File: src/dma_bench_cfg.svh
// dma benchmarking shim configuration
// request beat geometry, fifo sizing, replay count and address mode
`ifndef DMA_BENCH_CFG_SVH
`define DMA_BENCH_CFG_SVH

`define DMA_BENCH_DATA_W      256 // request data word
`define DMA_BENCH_KEEP_W      8   // one keep bit per dword
`define DMA_BENCH_ADDR_W      64  // descriptor address and size

`define DMA_BENCH_FIFO_DEPTH  64  // beats held before release
`define DMA_BENCH_THRESHOLD   16  // occupancy that opens the release gate

`define DMA_BENCH_ITERATIONS  4   // descriptor replays per run
`define DMA_BENCH_MODE        2   // 1 same address, 2 next region each time

// derived widths
`define DMA_BENCH_PTR_W  $clog2(`DMA_BENCH_FIFO_DEPTH)     // fifo pointer
`define DMA_BENCH_CNT_W  $clog2(`DMA_BENCH_FIFO_DEPTH + 1) // fifo occupancy, 0..depth
`define DMA_BENCH_LAT_W  32                                // latency counter

`endif
File: src/dma_bench_pkg.sv
// shared types of the dma benchmarking shim
// request stream beat and host descriptor
`include "dma_bench_cfg.svh"

package dma_bench_pkg;

	// one beat of the requester request stream
	typedef struct packed {
		logic [`DMA_BENCH_DATA_W-1:0] data; // payload word
		logic [`DMA_BENCH_KEEP_W-1:0] keep; // valid dwords
		logic                         last; // end of tlp
	} rq_beat_t;

	// descriptor handed to the engine
	typedef struct packed {
		logic [`DMA_BENCH_ADDR_W-1:0] addr; // host address of the transfer
		logic [`DMA_BENCH_ADDR_W-1:0] size; // bytes per transfer
	} dma_desc_t;

endpackage

File: src/dma_bench_release.sv
// dma bench release gate
// holds request beats until the fifo reaches the threshold or the run drains,
// then lets them out in a burst and measures first to last beat latency
`timescale 1ns/1ns
`include "dma_bench_cfg.svh"

module dma_bench_release
	import dma_bench_pkg::*;
(
	input  logic                        CLK,
	input  logic                        RST_N,
	input  rq_beat_t                    head,      // fifo head beat
	input  logic                        empty,
	input  logic [`DMA_BENCH_CNT_W-1:0] count,     // fifo occupancy
	input  logic                        busy,      // run in progress
	input  logic                        drain,     // flush remaining beats
	input  logic                        out_ready, // downstream ready
	output rq_beat_t                    out_beat,
	output logic                        out_valid,
	output logic                        pop,       // head taken downstream
	output logic                        idle,      // gate closed, fifo empty
	output logic [`DMA_BENCH_LAT_W-1:0] latency    // cycles first to last beat
);

	localparam int LAT_W = `DMA_BENCH_LAT_W;

	logic             gate_r;     // release window open
	logic             counting_r; // first beat of the run already sent
	logic [LAT_W-1:0] cnt_r;      // cycles since the first beat
	logic [LAT_W-1:0] latency_r;
	logic             fill_hit;
	logic             hs;

	assign fill_hit  = (count >= `DMA_BENCH_THRESHOLD) || (drain && !empty);
	assign out_valid = gate_r && !empty;
	assign hs        = out_valid && out_ready; // beat leaves this cycle
	assign pop       = hs;
	assign out_beat  = head; // stable while not popped
	assign idle      = !gate_r && empty;

	// gate opens on threshold or flush, closes once the fifo ran dry
	always_ff @(posedge CLK) begin
		if (!RST_N) begin
			gate_r <= 1'b0;
		end else if (gate_r) begin
			if (empty) gate_r <= 1'b0;
		end else if (fill_hit) begin
			gate_r <= 1'b1;
		end
	end

	// latency counter, armed by the first beat of a run
	always_ff @(posedge CLK) begin
		if (!RST_N) begin
			counting_r <= 1'b0;
			cnt_r      <= '0;
		end else if (!busy) begin
			counting_r <= 1'b0; // cleared between runs
			cnt_r      <= '0;
		end else if (counting_r || hs) begin
			counting_r <= 1'b1;
			cnt_r      <= cnt_r + 1'b1; // every cycle once started
		end
	end

	// each beat stores the span so far, the last one of the run stays
	always_ff @(posedge CLK) begin
		if (!RST_N) begin
			latency_r <= '0;
		end else if (hs && busy) begin
			latency_r <= cnt_r + 1'b1; // includes this cycle
		end
	end

	assign latency = latency_r;

endmodule

File: config.mk
export PLATFORM = sky130hd
export DESIGN_NAME = dma_bench_release
export DESIGN_NICKNAME = d
export VERILOG_FILES = /design/src/dma_bench_pkg.sv /design/src/dma_bench_release.sv
export VERILOG_INCLUDE_DIRS = /design/src /design/src/src
export SDC_FILE = /design/constraint.sdc
export NUM_CORES = 1
export LEC_CHECK = 0
export BUFFER_PORTS_ARGS = -buffer_cell sky130_fd_sc_hd__buf_2
export CORE_AREA = 2 2 225 227
export CTS_CLUSTER_DIAMETER = 40
export DETAILED_ROUTE_END_ITERATION = 7
export DIE_AREA = 0 0 227 229
export GPL_TIMING_DRIVEN = 0
export SLEW_MARGIN = 25
export SYNTH_ARGS = -nofsm -noshare
export SYNTH_HDL_FRONTEND = slang
export SYNTH_SLANG_ARGS = --single-unit
File: constraint.sdc
create_clock -name CLK -period 2.7 [get_ports CLK]
set_input_delay 0.54 -clock CLK [delete_from_list [all_inputs] [get_ports CLK]]
set_output_delay 0.54 -clock CLK [all_outputs]
set_load 0.1 [all_outputs]
==> results of run 1 <==
-- synth_stat cells (2+ instances only) --
library cell,count,area share [%]
dfxtp_1,66,25
nor3_1,6,0.57
nor2b_1,2,0.24
buf_1,2,0.14
nand3_1,8,0.76
xnor2_1,12,2.0
or3_1,11,1.3
mux2i_1,2,0.38
inv_1,2,0.14
xor2_1,9,1.5
or3_2,2,0.29
and4_1,5,0.83
nor4_1,9,1.1
a21oi_1,29,2.8
buf_2,7,0.67
a41o_1,3,0.57
clkbuf_1,15,1.1
buf_4,266,38
o31ai_1,19,2.7
a211oi_1,9,1.3
or4_1,23,3.3
nor2_1,25,1.8
and2_1,3,0.36
or2_2,4,0.48
nand4_1,9,1.1
o21ai_0,37,3.5
nand2b_1,2,0.24
nand2_1,26,1.9
nand4_4,3,1.2
a31oi_1,17,2.0
-- logic make-up after synthesis --
family	share of synthesized area, %
buffers and inverters	40.6
and+or+nand+nor	15.8
AOI/OAI and AO/OA	14.3
DFF	25.2
xor gates and xnor gates	3.51
muxes	0.382
adders and majority gates	0.238
-- cells in the final DEF (no fill, tap or decap), types with 3 or more instances in the layout --
cell type / count
or3_1: 11
a41o_1: 3
and2_1: 3
xor2_1: 9
or2_2: 4
xnor2_1: 12
nand4_1: 9
nor4_1: 8
clkbuf_16: 9
a21oi_1: 29
a211oi_1: 9
or4_1: 23
nor3_1: 6
o21ai_0: 37
and4_1: 5
buf_4: 266
a31oi_1: 17
nand2_1: 26
dfxtp_1: 66
nand3_1: 8
o31ai_1: 19
buf_2: 314
clkbuf_2: 3
nand4_4: 3
clkbuf_1: 15
nor2_1: 25
-- area by class of cell --
cell class | count | area, µm² | share of cell area, %
sequential | 66 | 1320 | 16.6
timing repair buffer | 307 | 1540 | 19.3
clock buffer | 12 | 256 | 3.22
inverter | 4 | 15.0 | 0.189
buffer | 292 | 2120 | 26.6
tap | 672 | 841 | 10.6
clock inverter | 4 | 73.8 | 0.927
multi-input combinational | 287 | 1800 | 22.6
-- critical path: stages, from the launching register on --
cell and delay (ns):
dfxtp_1 0.40, nand3b_1 0.38, inv_1 0.36, buf_2 0.49
-- through the flow --
stage | setup WS, ns | power [mW] | hold slack [ns]
2_1_floorplan | 0.0782 | 3.04 | 0.464
3_3_place_gp | -0.263 | 3.29 | 0.449
3_5_place_dp | -0.253 | 3.29 | 0.455
4_1_cts | 0.0357 | 4.58 | 0.463
5_1_grt | 0.0436 | 4.69 | 0.505
6_report | 0.187 | 4.55 | 0.464
-- per-layer routing --
metal	vias up	global-route usage, %
li1	2641	-
met1	2489	7.38
met2	335	13.5
met3	15	1.89
met4	0	1.84
met5	-	0
-- where the power goes --
group / switching (mW) / internal, mW / leakage (nW)
clock: 0.433 / 0.859 / 0.163
sequential: 0.00957 / 0.991 / 0.533
combinational: 1.85 / 0.408 / 2.99
-- flip-flops by register name, summed over array words and instances (netlist names) --
name	count
cnt_r	32
latency	32
gate_r	1
counting_r	1
-- repair_timing --
item / 4_1_cts / 5_1_grt
resized for setup: 0 / 4
setup buffers: 0 / 0
endpoints found under the setup margin: 0 / 20
hold buffers: 0 / 0
-- worst paths after layout --
path | slack [ns] | end | start | depth (start not counted)
max | 0.19 | pop | gate_r | 3
min | 0.46 | latency[1] | latency[1] | 2
max reg2reg | 0.24 | latency[23] | gate_r | 7
min reg2reg | 0.46 | latency[1] | latency[1] | 2
==> impl_metrics.csv, run 1 <==
group,metric,value,unit
outcome,status,"finished clean",
global_routing,antenna_found_initial,0,
yosys,ys_seq_area_share,25.2,%
die,fp.dieArea,0.0520,mm²
yosys,yosys_most_used_dff,"dfxtp_1",
global_routing,first_global_vias,4878,
die,core_area,0.0497,mm²
global_routing,grt-ovfl-total,0,
final_layout,final_area,0.00797,mm²
die,fp-row-count,82,
placement,routabilityCongestion,0.814,
timing,tightestPinTransition,0.848,ns
placement,placed_area,0.00763,mm²
yosys,syn_avg_cell_area,8.09,µm²
routing,drtIter0Drc,275,
final_layout,fillers,5636,
placement,numPortBuffers,307,
final_layout,synthToLayoutAreaGrowth,51.8,%
cts,cts_tree,"built",
timing,rsz0062_at_grt,"false",
timing,period_needed,2.51,ns
final_layout,layout-drive-gt1-share,63.1,%
yosys,syn_inst,649,
timing,skew,0.00710,ns
routing,drcViolationCount,0,
timing,setup_violations,0,
placement,dp.cells,1628,
power,power_density,572,mW/mm²
final_layout,fin_util,16.0,%
die,die_w,227,µm
final_layout,layout.nets,1246,
cts,clock_sinks,66,
die,io-pin-count,578,
yosys,ys_types,46,
routing,top_layer,"met4",
setup_path,crit_fanout,9,
cts,htreeDepth,3,
setup_path,worstPathArrival,1.97,ns
global_routing,grt_start_max_net_pins,12,
placement,dp_hpwl,16900,µm
setup_path,critical_path_class,"reg -> out",
cts,cts-root-buf,"clkbuf_16",
final_layout,fin_cells,1644,
routing,met1_length,7030,µm
timing,slew_viol_final,0,
final_layout,n_antenna_cell,0,
cts,cts_buffers,9,
timing,clock.fmax,0.398,GHz
timing,maxSlewHeadroom,43.0,%
power,ir_drop,0.188,mV
die,die_height,229,µm
power,leakagePower,3.68,nW
setup_path,startpoint_type,"flip-flop",
routing,wirelength,20400,µm
setup_path,required,2.16,ns
yosys,yosysWarnings,0,
routing,post_drt_via_cell_ratio,3.33,
cts,path_clk_slew,0.06,ns
timing,tns,0,ns
yosys,ys_ff_latch,66,
cts,clk_latency,0.34,ns
timing,finalHoldViolCount,0,
cts,clk_path_buf_depth,2,
yosys,synth_fp_nets,928,
hold_path,hold_class,"reg -> reg",
timing,post-route-period-util,93.1,%
global_routing,grt_pass1_wl,28200,µm
routing,met2WireLength,11000,µm
yosys,synthArstFlopShare,0,%
die,start_util,10.6,%
yosys,synth_edf_count,0,
routing,wl_met3,2150,µm
routing,wl_per_cell,12.4,µm
global_routing,grt.total_usage,7.00,%
routing,vias,5480,
routing,dr.pass1.iters,5,
run,max-cap-violations,0,
setup_path,end_kind,"primary output",
yosys,synth_area,0.00525,mm²
routing,antenna_left,0,
Power figures use the tool's default switching activity.
==> run 2, diff against run 1 <==
==> constraint.sdc (replaced) <==
create_clock -name CLK -period 2.7 [get_ports CLK]
set_input_delay 0 -clock CLK [delete_from_list [all_inputs] [get_ports CLK]]
set_output_delay 0 -clock CLK [all_outputs]
set_load 0.1 [all_outputs]
==> impl_metrics.csv, run 2 (synthesis results as in run 1) <==
group,metric,value,unit
cts,cts_buffers,9,
cts,htreeDepth,3,
hold_path,hold_class,"in -> reg",
setup_path,path_buf_inv,6,
global_routing,grt-ovfl-total,0,
global_routing,first_global_vias,4884,
die,fp-row-count,82,
setup_path,r2r_slack,0.24,ns
final_layout,seq_area,0.00132,mm²
setup_path,worstPathArrival,2.65,ns
cts,post-cts-setup-buffers,0,
setup_path,cp_cell_sequence,"dlygate4sd3_1 > buf_2 > nand3b_1 > inv_1 > and2_1 > clkbuf_1 > buf_2 > clkbuf_2 > a31oi_1",
timing,post-route-period-util,91.0,%
routing,met2WireLength,11000,µm
final_layout,fin_util,16.1,%
setup_path,cp_top_family,"buffers and inverters",
cts,cts-root-buf,"clkbuf_16",
placement,routabilityCongestion,0.814,
final_layout,fillers,5637,
timing,maxSlewHeadroom,40.9,%
timing,tightestPinTransition,0.879,ns
timing,skew,0.00724,ns
final_layout,final_cell_mix,"buf_2 (314), buf_4 (266), dfxtp_1 (66), o21ai_0 (37), a21oi_1 (29)",
routing,wl_met3,2160,µm
routing,drcViolationCount,0,
cts,clk_path_buf_depth,2,
die,die_w,227,µm
routing,wl_per_cell,12.4,µm
setup_path,critical_path_class,"in -> reg",
run,max-cap-violations,0,
routing,met1_length,7020,µm
routing,top_layer,"met4",
final_layout,n_antenna_cell,0,
final_layout,layout.nets,1247,
final_layout,fin_cells,1645,
routing,vias,5502,
global_routing,grt.total_usage,7.01,%
cts,path_clk_slew,0.06,ns
timing,tns,0,ns
setup_path,crit_fanout,10,
die,die_height,229,µm
outcome,status,"finished clean",
final_layout,final_common_cell,"buf_2",
cts,clock_sinks,66,
final_layout,synthToLayoutAreaGrowth,52.0,%
global_routing,antenna_found_initial,0,
setup_path,end_kind,"flip-flop",
timing,rsz0062_at_grt,"false",
setup_path,required,2.90,ns
final_layout,layout-drive-gt1-share,63.0,%
setup_path,worst_path_max_delay_cell,"dlygate4sd3_1",
setup_path,cpPeakStageDelay,0.54,ns
timing,finalHoldViolCount,0,
routing,antenna_left,0,
setup_path,reg2reg_from,"gate_r",
placement,dp_hpwl,16900,µm
timing,setup_violations,0,
global_routing,grt_pass1_wl,28200,µm
power,ir_drop,0.187,mV
routing,wirelength,20400,µm
timing,clock.fmax,0.407,GHz
hold_path,hp-start,"drain",
cts,cts_tree,"built",
die,core_area,0.0497,mm²
timing,slew_viol_final,0,
die,start_util,10.6,%
final_layout,multiInputGateArea,0.00180,mm²
setup_path,startpoint_type,"input port",
cts,clk_latency,0.33,ns
die,io-pin-count,578,
power,power_density,571,mW/mm²
timing,period_needed,2.46,ns
routing,drtIter0Drc,250,
placement,dp.cells,1628,
global_routing,grt_start_max_net_pins,12,
routing,dr.pass1.iters,5,
routing,post_drt_via_cell_ratio,3.34,
setup_path,crit_path_start,"empty",
die,fp.dieArea,0.0520,mm²
setup_path,cpMostUsedCell,"buf_2",
placement,numPortBuffers,307,
timing,hold_ws,0.0339,ns
power,leakagePower,3.69,nW
==> run 2: what timing repair did <==
action | 4_1_cts | 5_1_grt
endpoints found under the hold margin | 1 | 0
resized for setup | 0 | 4
endpoints found under the setup margin | 0 | 20
hold buffers | 1 | 0
==> run 2: final timing paths <==
check	to	cells after the start
setup / recovery	latency[23]	9
hold / removal	gate_r	4
setup reg to reg	latency[23]	7
hold reg to reg	latency[1]	2
==> run 2: layout make-up <==
type                            instances  share of cell area, %
Timing Repair Buffer                  308                   19.4
Buffer                                292                   26.6
Clock buffer                           12                   3.22
Clock inverter                          4                  0.926
Sequential cell                        66                   16.6
Multi-Input combinational cell        287                   22.6
Tap cell                              672                   10.5
Inverter                                4                  0.188
==> run 2: per-stage QoR <==
| step | cell area, µm² | power [mW] | setup slack [ns] |
|---|---|---|---|
| after floorplan | 5250 | 3.04 | 0.302 |
| after global placement | 7620 | 3.29 | 0.0767 |
| after detailed placement | 7630 | 3.29 | 0.0704 |
| after CTS | 7970 | 4.58 | 0.0357 |
| after global routing | 7980 | 4.69 | 0.0436 |
| final | 7980 | 4.55 | 0.244 |
==> run 2: where the power goes <==
group	internal, mW	leakage (nW)	total, mW	switching, mW
clock network	0.859	0.163	1.29	0.431
logic	0.409	2.99	2.26	1.85
registers	0.991	0.533	1.00	0.00954
==> run 2: routing by layer <==
| layer | vias to the layer above | track usage [%] |
|---|---|---|
| li1 | 2643 | - |
| met4 | 0 | 1.84 |
| met3 | 18 | 1.89 |
| met5 | - | 0 |
| met2 | 338 | 13.5 |
| met1 | 2503 | 7.38 |
==> run 2: worst register-to-register path, cell delays in order (launching register included) <==
cell and delay, ns:
dfxtp_1 0.40, nand3b_1 0.38, inv_1 0.37, and2_1 0.18, clkbuf_1 0.25, buf_2 0.30
clkbuf_2 0.31, a31oi_1 0.13
