### config.mk
export PLATFORM = sky130hd
export DESIGN_NAME = dma_bench_replay
export DESIGN_NICKNAME = d
export VERILOG_FILES = /design/src/dma_bench_pkg.sv /design/src/dma_bench_replay.sv
export VERILOG_INCLUDE_DIRS = /design/src /design/src/src
export SDC_FILE = /design/constraint.sdc
export NUM_CORES = 1
export LEC_CHECK = 0
export BUFFER_PORTS_ARGS = -buffer_cell sky130_fd_sc_hd__buf_2
export CORE_ASPECT_RATIO = 1.25
export CORE_UTILIZATION = 50
export DETAILED_ROUTE_END_ITERATION = 8
export PLACE_DENSITY = 0.78
export SETUP_SLACK_MARGIN = 0.2
export SKIP_CTS_REPAIR_TIMING = 1
export SYNTH_ARGS = -nofsm -noshare
export SYNTH_HDL_FRONTEND = slang
export SYNTH_SLANG_ARGS = --single-unit
### constraint.sdc
create_clock -name CLK -period 4.15 [get_ports CLK]
set_clock_uncertainty 0.2 [all_clocks]
set_input_delay 0.83 -clock CLK [delete_from_list [all_inputs] [get_ports CLK]]
set_output_delay 0.83 -clock CLK [all_outputs]
set_load 0.05 [all_outputs]
### src/dma_bench_cfg.svh
// dma benchmarking shim configuration
// request beat geometry, fifo sizing, replay count and address mode
`ifndef DMA_BENCH_CFG_SVH
`define DMA_BENCH_CFG_SVH

`define DMA_BENCH_DATA_W      256 // request data word
`define DMA_BENCH_KEEP_W      8   // one keep bit per dword
`define DMA_BENCH_ADDR_W      64  // descriptor address and size

`define DMA_BENCH_FIFO_DEPTH  64  // beats held before release
`define DMA_BENCH_THRESHOLD   16  // occupancy that opens the release gate

`define DMA_BENCH_ITERATIONS  4   // descriptor replays per run
`define DMA_BENCH_MODE        2   // 1 same address, 2 next region each time

// derived widths
`define DMA_BENCH_PTR_W  $clog2(`DMA_BENCH_FIFO_DEPTH)     // fifo pointer
`define DMA_BENCH_CNT_W  $clog2(`DMA_BENCH_FIFO_DEPTH + 1) // fifo occupancy, 0..depth
`define DMA_BENCH_LAT_W  32                                // latency counter

`endif
### src/dma_bench_pkg.sv
// shared types of the dma benchmarking shim
// request stream beat and host descriptor
`include "dma_bench_cfg.svh"

package dma_bench_pkg;

	// one beat of the requester request stream
	typedef struct packed {
		logic [`DMA_BENCH_DATA_W-1:0] data; // payload word
		logic [`DMA_BENCH_KEEP_W-1:0] keep; // valid dwords
		logic                         last; // end of tlp
	} rq_beat_t;

	// descriptor handed to the engine
	typedef struct packed {
		logic [`DMA_BENCH_ADDR_W-1:0] addr; // host address of the transfer
		logic [`DMA_BENCH_ADDR_W-1:0] size; // bytes per transfer
	} dma_desc_t;

endpackage

### src/dma_bench_replay.sv
// dma bench replay sequencer
// takes one descriptor from the host and replays it to the engine a fixed
// number of times, then waits for the request fifo to drain and pulses done
`timescale 1ns/1ns
`include "dma_bench_cfg.svh"

module dma_bench_replay
	import dma_bench_pkg::*;
(
	input  logic      CLK,
	input  logic      RST_N,
	input  dma_desc_t desc,         // descriptor from the host
	input  logic      engine_valid, // host starts a run
	input  logic      end_of_op,    // engine finished one transfer
	input  logic      idle,         // release gate closed and fifo empty
	output dma_desc_t engine_desc,  // descriptor replayed to the engine
	output logic      engine_go,    // engine enable
	output logic      busy,         // run in progress
	output logic      drain,        // flush phase after the last iteration
	output logic      done          // one cycle completion pulse
);

	localparam int ITER_W = $clog2(`DMA_BENCH_ITERATIONS + 1);

	typedef enum logic [1:0] {
		st_idle,  // waiting for the host
		st_run,   // engine replaying the descriptor
		st_drain  // flushing what is left in the fifo
	} state_t;

	state_t            state_r;
	logic [ITER_W-1:0] iter_r;  // finished iterations
	dma_desc_t         base_r;  // descriptor as captured from the host
	dma_desc_t         cur_r;   // descriptor of the current iteration
	logic              done_r;
	logic              start;
	logic              last_op;

	assign start   = (state_r == st_idle) && engine_valid;
	assign last_op = end_of_op && (iter_r == ITER_W'(`DMA_BENCH_ITERATIONS - 1)); // final pulse

	// sequencer
	always_ff @(posedge CLK) begin
		if (!RST_N) begin
			state_r <= st_idle;
			iter_r  <= '0;
			done_r  <= 1'b0;
		end else begin
			done_r <= 1'b0; // pulse by default low
			case (state_r)
				st_idle: begin
					if (engine_valid) begin
						state_r <= st_run;
						iter_r  <= '0; // fresh count per run
					end
				end
				st_run: begin
					if (end_of_op) begin
						iter_r <= iter_r + 1'b1;
						if (last_op) begin
							state_r <= st_drain; // engine_go falls here
						end
					end
				end
				st_drain: begin
					if (idle) begin // everything released downstream
						done_r  <= 1'b1;
						state_r <= st_idle;
					end
				end
				default: begin
					state_r <= st_idle;
				end
			endcase
		end
	end

	// descriptor registers, payload only
	always_ff @(posedge CLK) begin
		if (start) begin
			base_r <= desc;
			cur_r  <= desc;
		end else if ((state_r == st_run) && end_of_op) begin
			if (`DMA_BENCH_MODE == 2) begin
				cur_r.addr <= cur_r.addr + cur_r.size; // step to the next region
			end else begin
				cur_r.addr <= base_r.addr; // same region every time
			end
			cur_r.size <= base_r.size;
		end
	end

	assign engine_desc = cur_r;
	assign engine_go   = (state_r == st_run);
	assign busy        = (state_r != st_idle); // low again in the done cycle
	assign drain       = (state_r == st_drain);
	assign done        = done_r;

endmodule

==> results of run 1 <==
==> final cells by class <==
cell class / instances / share of cell area [%]
repair buffers: 270 / 10.2
clock buffers: 20 / 3.36
flip-flops and latches: 198 / 43.4
well taps: 283 / 2.61
clock inverters: 12 / 1.24
multi-input cells: 868 / 38.8
diodes: 4 / 0.0737
inverters: 14 / 0.452
==> worst max path at each step <==
stage	slack (ns)	end	cells past startpoint	start
after global routing	0.36	engine_desc[127]	11	engine_desc[4]
after floorplan	0.24	engine_desc[0]	4	engine_valid
after detailed placement	0.64	engine_desc[122]	12	engine_desc[0]
final	0.57	engine_desc[122]	12	engine_desc[64]
after CTS	0.61	engine_desc[122]	12	engine_desc[64]
after global placement	0.71	engine_desc[122]	12	engine_desc[0]
==> where the power goes <==
part,total (mW),leakage (nW),internal [mW],switching (mW)
registers,2.78,1.91,2.62,0.166
logic,3.99,3.63,1.30,2.69
clock network,1.77,0.302,0.992,0.776
total,8.54,5.84,4.91,3.63
==> layer usage <==
layer  routed length (microns)  share of wire (%)
met1                     11900                 41
met2                     14400                 49
met3                      2060                7.0
met4                       964                3.3
met5                        31               0.11
==> per-stage QoR <==
stage	power, mW	worst slack, ns	instances	hold slack (ns)	util [%]
floorplan	5.91	0.244	1131	0.279	-
global placement	6.70	0.712	1633	0.292	57.9
detailed placement	6.77	0.638	1633	0.298	57.9
CTS	8.55	0.608	1665	0.317	60.7
global route	9.00	0.363	1668	0.330	60.7
finish	8.54	0.569	1669	0.315	60.7
==> state kept, by name (all words and copies together), names as in the netlist <==
| signal | count |
|---|---|
| engine_desc | 128 |
| base_r | 64 |
| iter_r | 3 |
| state_r | 2 |
| done | 1 |
==> tightest hold or removal path, stage by stage, from the launching register on <==
cell and delay, ns:
sky130_fd_sc_hd__edfxtp_1 0.32, sky130_fd_sc_hd__nand2_1 0.04, sky130_fd_sc_hd__nand2_1 0.05
==> cell usage in the layout, fill, tap and decap left out, types with 4 or more instances in the layout <==
cell                        netlist  routed
sky130_fd_sc_hd__inv_6            0       4
sky130_fd_sc_hd__buf_2            7     264
sky130_fd_sc_hd__nand4_1         20      20
sky130_fd_sc_hd__buf_4            2       5
sky130_fd_sc_hd__dfxtp_1          6       6
sky130_fd_sc_hd__a31oi_1          9       9
sky130_fd_sc_hd__nand2b_1         5       5
sky130_fd_sc_hd__clkbuf_16        0      17
sky130_fd_sc_hd__o21ai_1          8       8
sky130_fd_sc_hd__diode_2          0       4
sky130_fd_sc_hd__a21o_1          34      34
sky130_fd_sc_hd__a21oi_1        111     110
sky130_fd_sc_hd__a21oi_2          4       4
sky130_fd_sc_hd__nand2_1        277     276
sky130_fd_sc_hd__ha_1            65      65
sky130_fd_sc_hd__clkinv_4         0       5
sky130_fd_sc_hd__inv_1           14      12
sky130_fd_sc_hd__o21ai_2          5       5
sky130_fd_sc_hd__edfxtp_1       192     192
sky130_fd_sc_hd__nand3_1         15      15
sky130_fd_sc_hd__xnor2_1         32      32
sky130_fd_sc_hd__nor2_1          89      89
sky130_fd_sc_hd__o211ai_1         5       5
sky130_fd_sc_hd__nor2b_1         11      11
sky130_fd_sc_hd__o21bai_1         9       9
sky130_fd_sc_hd__nor3_1          15      15
sky130_fd_sc_hd__xor2_1          28      28
sky130_fd_sc_hd__o21ai_0         47      47
sky130_fd_sc_hd__o21a_1           6       6
sky130_fd_sc_hd__and3_1           6       6
==> cells by family (layout without fill, tap and decap cells) <==
family	after synthesis	after routing
AND/OR/NAND/NOR	458	458
AO/OA/AOI/OAI	282	282
flip-flops	198	198
adder cells (fa/ha/maj)	66	66
buffers and inverters	65	316
XOR/XNOR	60	60
multiplexers	2	2
other	0	4
==> flow_summary.yaml, run 1 <==
logic_synthesis:
  average_size_of_a_mapped_cell_sq_um: 10.1
  synth-xor-area-share_pct: 4.59
  yosysMostFrequentCell: "sky130_fd_sc_hd__nand2_1"
  synth.cell_area_sq_um: 11400
  post_synth_top_area_cell: "sky130_fd_sc_hd__edfxtp_1"
  postSynthCellCount: 1131
  synth_warnings: 0
  synth_simple_gate_area_share_pct: 17.1
  syn_nets: 1330
  synth_area_in_adders_pct: 7.28
  dominant_combinational_cell_family_by_area_after_synthesis: "simple AND/OR/NAND/NOR gates"
  yosys_top_cell_area_share_pct: 50.4
  synth_ff_type: "sky130_fd_sc_hd__edfxtp_1"
  post_synth_edffs: 192
  synthDistinctLibCells: 79
  synth-seq-area-share_pct: 51.4
  synthMuxAreaShare_pct: 0.230
  synthTopCellsByCount: "277 x sky130_fd_sc_hd__nand2_1, 192 x sky130_fd_sc_hd__edfxtp_1, 111 x sky130_fd_sc_hd__a21oi_1, 89 x sky130_fd_sc_hd__nor2_1, 65 x sky130_fd_sc_hd__ha_1"
  synth_seq_cells: 198
  synthTopCellsByArea: "sky130_fd_sc_hd__edfxtp_1 50%, sky130_fd_sc_hd__nand2_1 9.1%, sky130_fd_sc_hd__ha_1 7.1%, sky130_fd_sc_hd__a21oi_1 4.9%, sky130_fd_sc_hd__nor2_1 2.9%"
  synth_compound_area_share_pct: 16.6
  proportion_of_register_bits_with_asynchronous_set_or_reset_after_synthesis_pct: 0
finish:
  post-route-cell-area_sq_um: 13600
  multi_input_comb_area_sq_um: 5260
  finish.net_count: 1568
  final-seq-area_sq_um: 5890
  syn_to_final_growth_pct: 18.6
  n_fill_cell: 1917
  layout-drive-gt1-share_pct: 25.1
global_route:
  grt.busiest_layer: "met2"
  grt_pass1_vias: 9148
  global_route_wire_length_before_repair_microns: 45100
  antenna_violations_before_repair: 6
  met1_usage_pct: 30.4
  grt_start_max_net_pins: 86
  global_route.usage.total_pct: 25.2
  met2_usage_pct: 42.7
  grt-ovfl-total: 0
  grt_util_met3_pct: 5.33
timing:
  totalNegativeSetupSlack_ns: 0
  post-route-period-util_pct: 86.3
  timing.slew.headroom_pct: 39.5
  finalSetupViolCount: 0
  timing_worst_slew_pin_value_ns: 0.908
  maxSlewViolCount: 0
  finalHoldViolCount: 0
  rsz_0062_raised_after_global_routing: "no"
  finalWorstPathRequiredPeriod_ns: 3.58
  achievable-frequency_mhz: 279
clocking:
  cts_buffers: 17
  clock_tree.root_cell: "sky130_fd_sc_hd__clkbuf_16"
  total_clock_sinks: 198
  max-clock-path-buffers: 2
  cts.htree.levels: 4
  clkTransAtPathRegs_ns: 0.08
  clkLatencyLatePin_ns: 0.45
  tritoncts: "built"
floorplan:
  floorplan.die_area_sq_um: 23500
  start_util_pct: 51.2
  horizontal_extent_of_the_die_microns: 137
  core.rowCount: 61
  design.portCount: 265
  fp.dieH_microns: 171
  core_area_sq_um: 22400
worst_hold_path:
  hold_path.class: "flop to flop"
  hold_depth: 2
  worstHoldStart: "base_r[14]"
  worstHoldEndpoint: "engine_desc[14]"
placed_design:
  post_dp_cell_area_sq_um: 12900
  globalplace.congestion: 0.902
  io_buffer_count: 264
  detailedPlacementHpwl_microns: 21700
critical_path:
  max_stage_delay_ns: 0.45
  timing.reg2reg.setup_slack_ns: 0.57
  required_ns: 4.15
  timing.critical_path.arrival_ns: 3.58
  worst_r2r_src: "engine_desc[64]"
  worstSetupPathType: "flop to flop"
  rr_endpoint: "engine_desc[122]"
  worstPathCellList: "ha_1 > fa_1 > a211oi_2 > o21ai_2 > o211ai_2 > nand3_2 > a31oi_4 > o21ai_4 > a21o_1 > a21oi_2 > nor4b_1 > nor3_1"
  crit_fanout: 4
  critPathBufInv: 0
  timing.reg2reg.worst_path_depth: 12
  critPathSlowestCell: "sky130_fd_sc_hd__fa_1"
  worst_setup_path_end_kind: "flop"
  cp_startpoint_kind: "flop"
  critical-path-top-delay-family: "compound AO/OA/AOI/OAI gates"
power_and_ir_drop:
  max-vdd-ir-drop_mv: 0.332
  power_density_nw_per_um2: 629
  cellLeakagePower_nw: 5.84
drt:
  drt_first_iter_violations: 629
  first_pass_iters: 5
  via_per_inst: 5.62
  ant_nets: 0
  detailroute.via_count: 9378
  route.detailed.wl_per_inst_microns: 17.6
  detail_route.drc_violations: 0
  drt_total_wl_microns: 29400
status:
  run_status: "complete, no violations"
job:
  max_cap_viol_count: 0
(Power assumes the default switching activity.)
==> inputs of run 2 (changes only) <==
--- a/config.mk
+++ b/config.mk
@@ -8,9 +8,11 @@
 export LEC_CHECK = 0
 export BUFFER_PORTS_ARGS = -buffer_cell sky130_fd_sc_hd__buf_2
 export CORE_ASPECT_RATIO = 1.25
+export CORE_MARGIN = 5
 export CORE_UTILIZATION = 50
 export DETAILED_ROUTE_END_ITERATION = 8
 export PLACE_DENSITY = 0.78
+export REMOVE_ABC_BUFFERS = 1
 export SETUP_SLACK_MARGIN = 0.2
 export SKIP_CTS_REPAIR_TIMING = 1
 export SYNTH_ARGS = -nofsm -noshare
==> run 2 against run 1 <==
  * Wire length increased by 3.8%
  * Clock-buffer cell count shrank 2
  * Utilization is 1.3 points lower
  * First-iteration DRC count down 16%
  * Sequential share of layout area is 0.092 points higher
  * Cell area down 0.21%
  * Critical path depth stayed put
  * Global-route usage decreased by 2.4 points
  * Flip-flop and latch count unchanged
  * Worst setup slack improved by 0.016 ns
  * Final cell count hardly changed
  * Largest cell class unchanged
==> flow_summary.yaml, run 2 (synthesis results as in run 1) <==
finish:
  largest_register_ff_count: 128
  post-route-cell-area_sq_um: 13500
  layout-drive-gt1-share_pct: 24.8
  layout_common_cells: "276 x sky130_fd_sc_hd__nand2_1, 264 x sky130_fd_sc_hd__buf_2, 192 x sky130_fd_sc_hd__edfxtp_1, 111 x sky130_fd_sc_hd__a21oi_1, 89 x sky130_fd_sc_hd__nor2_1"
  n_fill_cell: 1955
  syn_to_final_growth_pct: 18.4
  final-seq-area_sq_um: 5890
  finish.net_count: 1568
  multi_input_comb_area_sq_um: 5250
  layout_commonest_cell: "sky130_fd_sc_hd__nand2_1"
  num_antenna_cells: 0
drt:
  detail_route.drc_violations: 0
  via_per_inst: 5.55
  route.detailed.wl_per_inst_microns: 18.3
  wl_met2_microns: 15200
  first_pass_iters: 5
  m1_wl_microns: 12200
  ant_nets: 0
  drt_total_wl_microns: 30500
  maxUsedRoutingLayer: "met5"
  detailroute.via_count: 9265
  drt_first_iter_violations: 530
  route.met3.wl_microns: 1900
global_route:
  global_route_wire_length_before_repair_microns: 47800
  grt_pass1_vias: 9242
  antenna_violations_before_repair: 5
  global_route.usage.total_pct: 22.8
  grt-ovfl-total: 0
  grt_start_max_net_pins: 103
timing:
  finalWorstPathRequiredPeriod_ns: 3.56
  maxSlewViolCount: 0
  timing.slew.headroom_pct: 26.1
  rsz_0062_raised_after_global_routing: "no"
  achievable-frequency_mhz: 281
  post-route-period-util_pct: 85.9
  finalHoldViolCount: 0
  final.setup.worst_slack_ns: 0.586
  timing_worst_slew_pin_value_ns: 1.11
  finalSetupViolCount: 0
critical_path:
  worst_r2r_src: "engine_desc[0]"
  timing.critical_path.arrival_ns: 3.55
  worstSetupPathType: "flop to flop"
  required_ns: 4.14
  worst_setup_path_end_kind: "flop"
  cp_startpoint_kind: "flop"
  worst_setup_path_startpoint: "engine_desc[0]"
  crit_fanout: 4
clocking:
  max-clock-path-buffers: 2
  clock_tree.root_cell: "sky130_fd_sc_hd__clkbuf_16"
  total_clock_sinks: 198
  cts_buffers: 17
  clkTransAtPathRegs_ns: 0.07
  tritoncts: "built"
  clkLatencyLatePin_ns: 0.45
  cts.htree.levels: 4
worst_hold_path:
  worstHoldStart: "base_r[62]"
  hold_path.class: "flop to flop"
power_and_ir_drop:
  cellLeakagePower_nw: 5.84
  power_density_nw_per_um2: 631
  max-vdd-ir-drop_mv: 0.329
floorplan:
  start_util_pct: 50.2
  core.rowCount: 62
  floorplan.die_area_sq_um: 26000
  fp.dieH_microns: 179
  core_area_sq_um: 22800
  design.portCount: 265
  horizontal_extent_of_the_die_microns: 145
placed_design:
  post_dp_cell_area_sq_um: 12900
  place_ws_ns: 0.554
  globalplace.congestion: 0.890
  io_buffer_count: 264
  detailedPlacementHpwl_microns: 22900
status:
  run_status: "complete, no violations"
job:
  max_cap_viol_count: 0
==> run 2: cell types whose count changed in the layout (fill, tap and decap cells not counted), moves of 2 or more <==
cell                       change
sky130_fd_sc_hd__clkinv_4      -5
sky130_fd_sc_hd__clkinv_2      +3
sky130_fd_sc_hd__diode_2       -4
sky130_fd_sc_hd__clkinv_1      +3
sky130_fd_sc_hd__clkbuf_8      -2
==> run 2: per-stage QoR <==
stage | util, % | hold slack [ns] | instances | TNS [ns] | total power, mW
2_1_floorplan | - | 0.279 | 1080 | -1336.75 | 5.87
5_1_grt | 59.4 | 0.337 | 1670 | 0 | 9.03
4_1_cts | 59.4 | 0.314 | 1670 | 0 | 8.57
3_3_place_gp | 56.7 | 0.294 | 1638 | 0 | 6.75
3_5_place_dp | 56.7 | 0.300 | 1638 | 0 | 6.79
6_report | 59.4 | 0.313 | 1670 | 0 | 8.55
==> run 2: cell type report <==
type,instances,share of cell area (%)
Multi-Input combinational cell,868,38.8
Timing Repair Buffer,270,10.2
Clock buffer,18,3.17
Sequential cell,198,43.4
Clock inverter,14,1.33
Tap cell,288,2.66
Inverter,14,0.462
==> run 2: final timing paths <==
| check | endpoint | slack, ns | cells past startpoint |
|---|---|---|---|
| max | engine_desc[122] | 0.59 | 12 |
| max reg2reg | engine_desc[122] | 0.59 | 12 |
| min reg2reg | engine_desc[62] | 0.31 | 2 |
| min | engine_desc[62] | 0.31 | 2 |
==> run 2: per-layer routing <==
metal	up-vias	track usage [%]
li1	4563	-
met1	4300	27.3
met2	316	39.1
met3	76	5.82
met4	10	9.68
met5	-	0
==> run 2: worst max-delay path, cell delays in order, from the launching register on <==
cell                       delay [ns]
sky130_fd_sc_hd__edfxtp_1        0.39
sky130_fd_sc_hd__ha_1            0.25
sky130_fd_sc_hd__fa_1            0.43
sky130_fd_sc_hd__a211oi_2        0.27
sky130_fd_sc_hd__o21ai_2         0.14
sky130_fd_sc_hd__o211ai_2        0.28
sky130_fd_sc_hd__nand3_2         0.17
sky130_fd_sc_hd__a31oi_4         0.26
sky130_fd_sc_hd__o21ai_4         0.12
sky130_fd_sc_hd__a21o_1          0.22
sky130_fd_sc_hd__a21oi_2         0.23
sky130_fd_sc_hd__nor4b_1         0.27
sky130_fd_sc_hd__nor3_1          0.08
==> run 2: power breakdown <==
| group | internal (mW) | switching [mW] | leakage [nW] | total, mW |
|---|---|---|---|---|
| clock network | 1.01 | 0.755 | 0.297 | 1.76 |
| registers | 2.62 | 0.154 | 1.91 | 2.77 |
| logic | 1.30 | 2.72 | 3.64 | 4.02 |
| total | 4.92 | 3.63 | 5.84 | 8.55 |
==> inputs of run 3 (changes only) <==
--- a/config.mk
+++ b/config.mk
@@ -6,15 +6,16 @@
 export SDC_FILE = /design/constraint.sdc
 export NUM_CORES = 1
 export LEC_CHECK = 0
-export BUFFER_PORTS_ARGS = -buffer_cell sky130_fd_sc_hd__buf_2
 export CORE_ASPECT_RATIO = 1.25
 export CORE_MARGIN = 5
-export CORE_UTILIZATION = 50
+export CORE_UTILIZATION = 58
 export DETAILED_ROUTE_END_ITERATION = 8
-export PLACE_DENSITY = 0.78
+export DONT_BUFFER_PORTS = 1
+export PLACE_DENSITY = 0.76
 export REMOVE_ABC_BUFFERS = 1
 export SETUP_SLACK_MARGIN = 0.2
 export SKIP_CTS_REPAIR_TIMING = 1
+export SLEW_MARGIN = 20
 export SYNTH_ARGS = -nofsm -noshare
 export SYNTH_HDL_FRONTEND = slang
 export SYNTH_SLANG_ARGS = --single-unit
==> run 3 against run 2 <==
  * Final cell count shrank 14%
  * Sequential power grew 21%
  * Largest power group is now registers
  * Maximum frequency shrank 3.7%
  * Critical endpoint unchanged
  * Register-to-register slack lost 0.14 ns
==> flow_summary.yaml, run 3 (synthesis results as in run 1) <==
status:
  run_status: "complete, no violations"
critical_path:
  critPathBufInv: 0
  critical-path-top-delay-family: "compound AO/OA/AOI/OAI gates"
  worstPathCellList: "ha_1 > fa_1 > a211oi_2 > o21ai_2 > o211ai_2 > nand3_2 > a31oi_4 > o21ai_4 > a21o_1 > a21oi_2 > nor4b_1 > nor3_1"
  crit_fanout: 4
  critPathSlowestCell: "sky130_fd_sc_hd__fa_1"
  max_stage_delay_ns: 0.44
  timing.critical_path.arrival_ns: 3.69
  worstSetupPathType: "flop to flop"
  required_ns: 4.14
  worst_setup_path_end_kind: "flop"
  cp_startpoint_kind: "flop"
floorplan:
  fp.dieH_microns: 167
  floorplan.die_area_sq_um: 22700
  core.rowCount: 57
  design.portCount: 265
  core_area_sq_um: 19500
  horizontal_extent_of_the_die_microns: 136
  start_util_pct: 58.8
finish:
  largest_register_ff_count: 128
  syn_to_final_growth_pct: 9.55
  layout_commonest_cell: "sky130_fd_sc_hd__nand2_1"
  finish.net_count: 1350
  layout-drive-gt1-share_pct: 11.1
  layout_common_cells: "276 x sky130_fd_sc_hd__nand2_1, 192 x sky130_fd_sc_hd__edfxtp_1, 111 x sky130_fd_sc_hd__a21oi_1, 89 x sky130_fd_sc_hd__nor2_1, 65 x sky130_fd_sc_hd__ha_1"
  num_antenna_cells: 0
  n_fill_cell: 1557
power_and_ir_drop:
  net_sw_power_mw: 3.64
  power_report.internal_total_mw: 4.69
  comb_power_share_pct: 39.5
  clockPowerShare_pct: 20.2
  cellLeakagePower_nw: 5.01
  p_sw_share_pct: 43.7
  sequentialPowerShare_pct: 40.4
  power_density_nw_per_um2: 664
  max-vdd-ir-drop_mv: 0.329
  finalPower_mw: 8.33
drt:
  drt_first_iter_violations: 615
  ant_nets: 0
  first_pass_iters: 5
  via_per_inst: 5.92
  drt_total_wl_microns: 28800
  route.detailed.wl_per_inst_microns: 20.2
  detail_route.drc_violations: 0
  detailroute.via_count: 8456
timing:
  finalSetupViolCount: 0
  rsz_0062_raised_after_global_routing: "no"
  achievable-frequency_mhz: 270
  finalWorstPathRequiredPeriod_ns: 3.70
  maxSlewViolCount: 0
  final.setup.worst_slack_ns: 0.449
  timing.slew.headroom_pct: 30.4
  timing_worst_slew_pin_value_ns: 1.04
  finalHoldViolCount: 0
  post-route-period-util_pct: 89.2
clocking:
  cts_buffers: 17
  clkTransAtPathRegs_ns: 0.08
  cts.htree.levels: 4
  clock_tree.root_cell: "sky130_fd_sc_hd__clkbuf_16"
  total_clock_sinks: 198
  max-clock-path-buffers: 2
  tritoncts: "built"
  clkLatencyLatePin_ns: 0.44
placed_design:
  place_ws_ns: 0.475
  io_buffer_count: 0
  globalplace.congestion: 0.876
  detailedPlacementHpwl_microns: 21300
global_route:
  global_route.usage.total_pct: 25.1
  antenna_violations_before_repair: 0
  grt_pass1_vias: 8474
  grt_start_max_net_pins: 154
  global_route_wire_length_before_repair_microns: 44900
  grt-ovfl-total: 0
job:
  max_cap_viol_count: 0
worst_hold_path:
  hold_path.class: "input pin to flop"
run 3: through the flow:
| stage | TNS [ns] | cells | area [sq um] | hold WS [ns] | util [%] |
|---|---|---|---|---|---|
| 2_1_floorplan | -1336.75 | 1080 | 11200 | 0.279 | - |
| 3_3_place_gp | 0 | 1397 | 11900 | 0.293 | 61.4 |
| 3_5_place_dp | 0 | 1397 | 11900 | 0.299 | 61.4 |
| 4_1_cts | 0 | 1429 | 12500 | 0.264 | 64.4 |
| 5_1_grt | 0 | 1429 | 12500 | 0.252 | 64.4 |
| 6_report | 0 | 1429 | 12500 | 0.275 | 64.4 |
run 3: worst paths after layout:
path | cells past startpoint | end | startpoint | slack (ns)
max reg2reg | 12 | engine_desc[122] | engine_desc[0] | 0.45
min | 0 | base_r[2] | desc[2] | 0.27
min reg2reg | 2 | engine_desc[60] | base_r[60] | 0.31
max | 12 | engine_desc[122] | engine_desc[0] | 0.45
run 3: cell type report:
| cell class | instances | area [sq um] | share of cell area [%] |
|---|---|---|---|
| Timing Repair Buffer | 52 | 419 | 3.34 |
| Clock buffer | 17 | 425 | 3.39 |
| Inverter | 14 | 62.6 | 0.499 |
| Sequential cell | 198 | 5890 | 46.9 |
| Multi-Input combinational cell | 868 | 5250 | 41.9 |
| Clock inverter | 15 | 165 | 1.32 |
| Tap cell | 265 | 332 | 2.64 |
run 3: power groups by stage:
stage	Clock, mW	Sequential, mW	Combinational, mW
after floorplan	0	3.64	2.23
after global placement	0	3.39	3.19
after detailed placement	0	3.41	3.23
after CTS	1.70	3.37	3.27
after global routing	1.79	3.39	3.61
final	1.68	3.36	3.29
run 3: worst register-to-register path: stages (launching register included):
cell	delay, ns
sky130_fd_sc_hd__edfxtp_1	0.41
sky130_fd_sc_hd__ha_1	0.24
sky130_fd_sc_hd__fa_1	0.44
sky130_fd_sc_hd__a211oi_2	0.26
sky130_fd_sc_hd__o21ai_2	0.12
sky130_fd_sc_hd__o211ai_2	0.29
sky130_fd_sc_hd__nand3_2	0.17
sky130_fd_sc_hd__a31oi_4	0.29
sky130_fd_sc_hd__o21ai_4	0.13
sky130_fd_sc_hd__a21o_1	0.22
sky130_fd_sc_hd__a21oi_2	0.23
sky130_fd_sc_hd__nor4b_1	0.34
sky130_fd_sc_hd__nor3_1	0.09
run 3: routing by layer:
metal / up-vias / routed length [microns] / global-route usage (%) / share of wire (%)
met5: - / 0 / 0 / 0
met4: 0 / 867 / 8.90 / 3.0
met3: 60 / 2700 / 9.05 / 9.4
met2: 310 / 14200 / 41.5 / 49
met1: 3950 / 11000 / 30.1 / 38
li1: 4136 / - / - / -
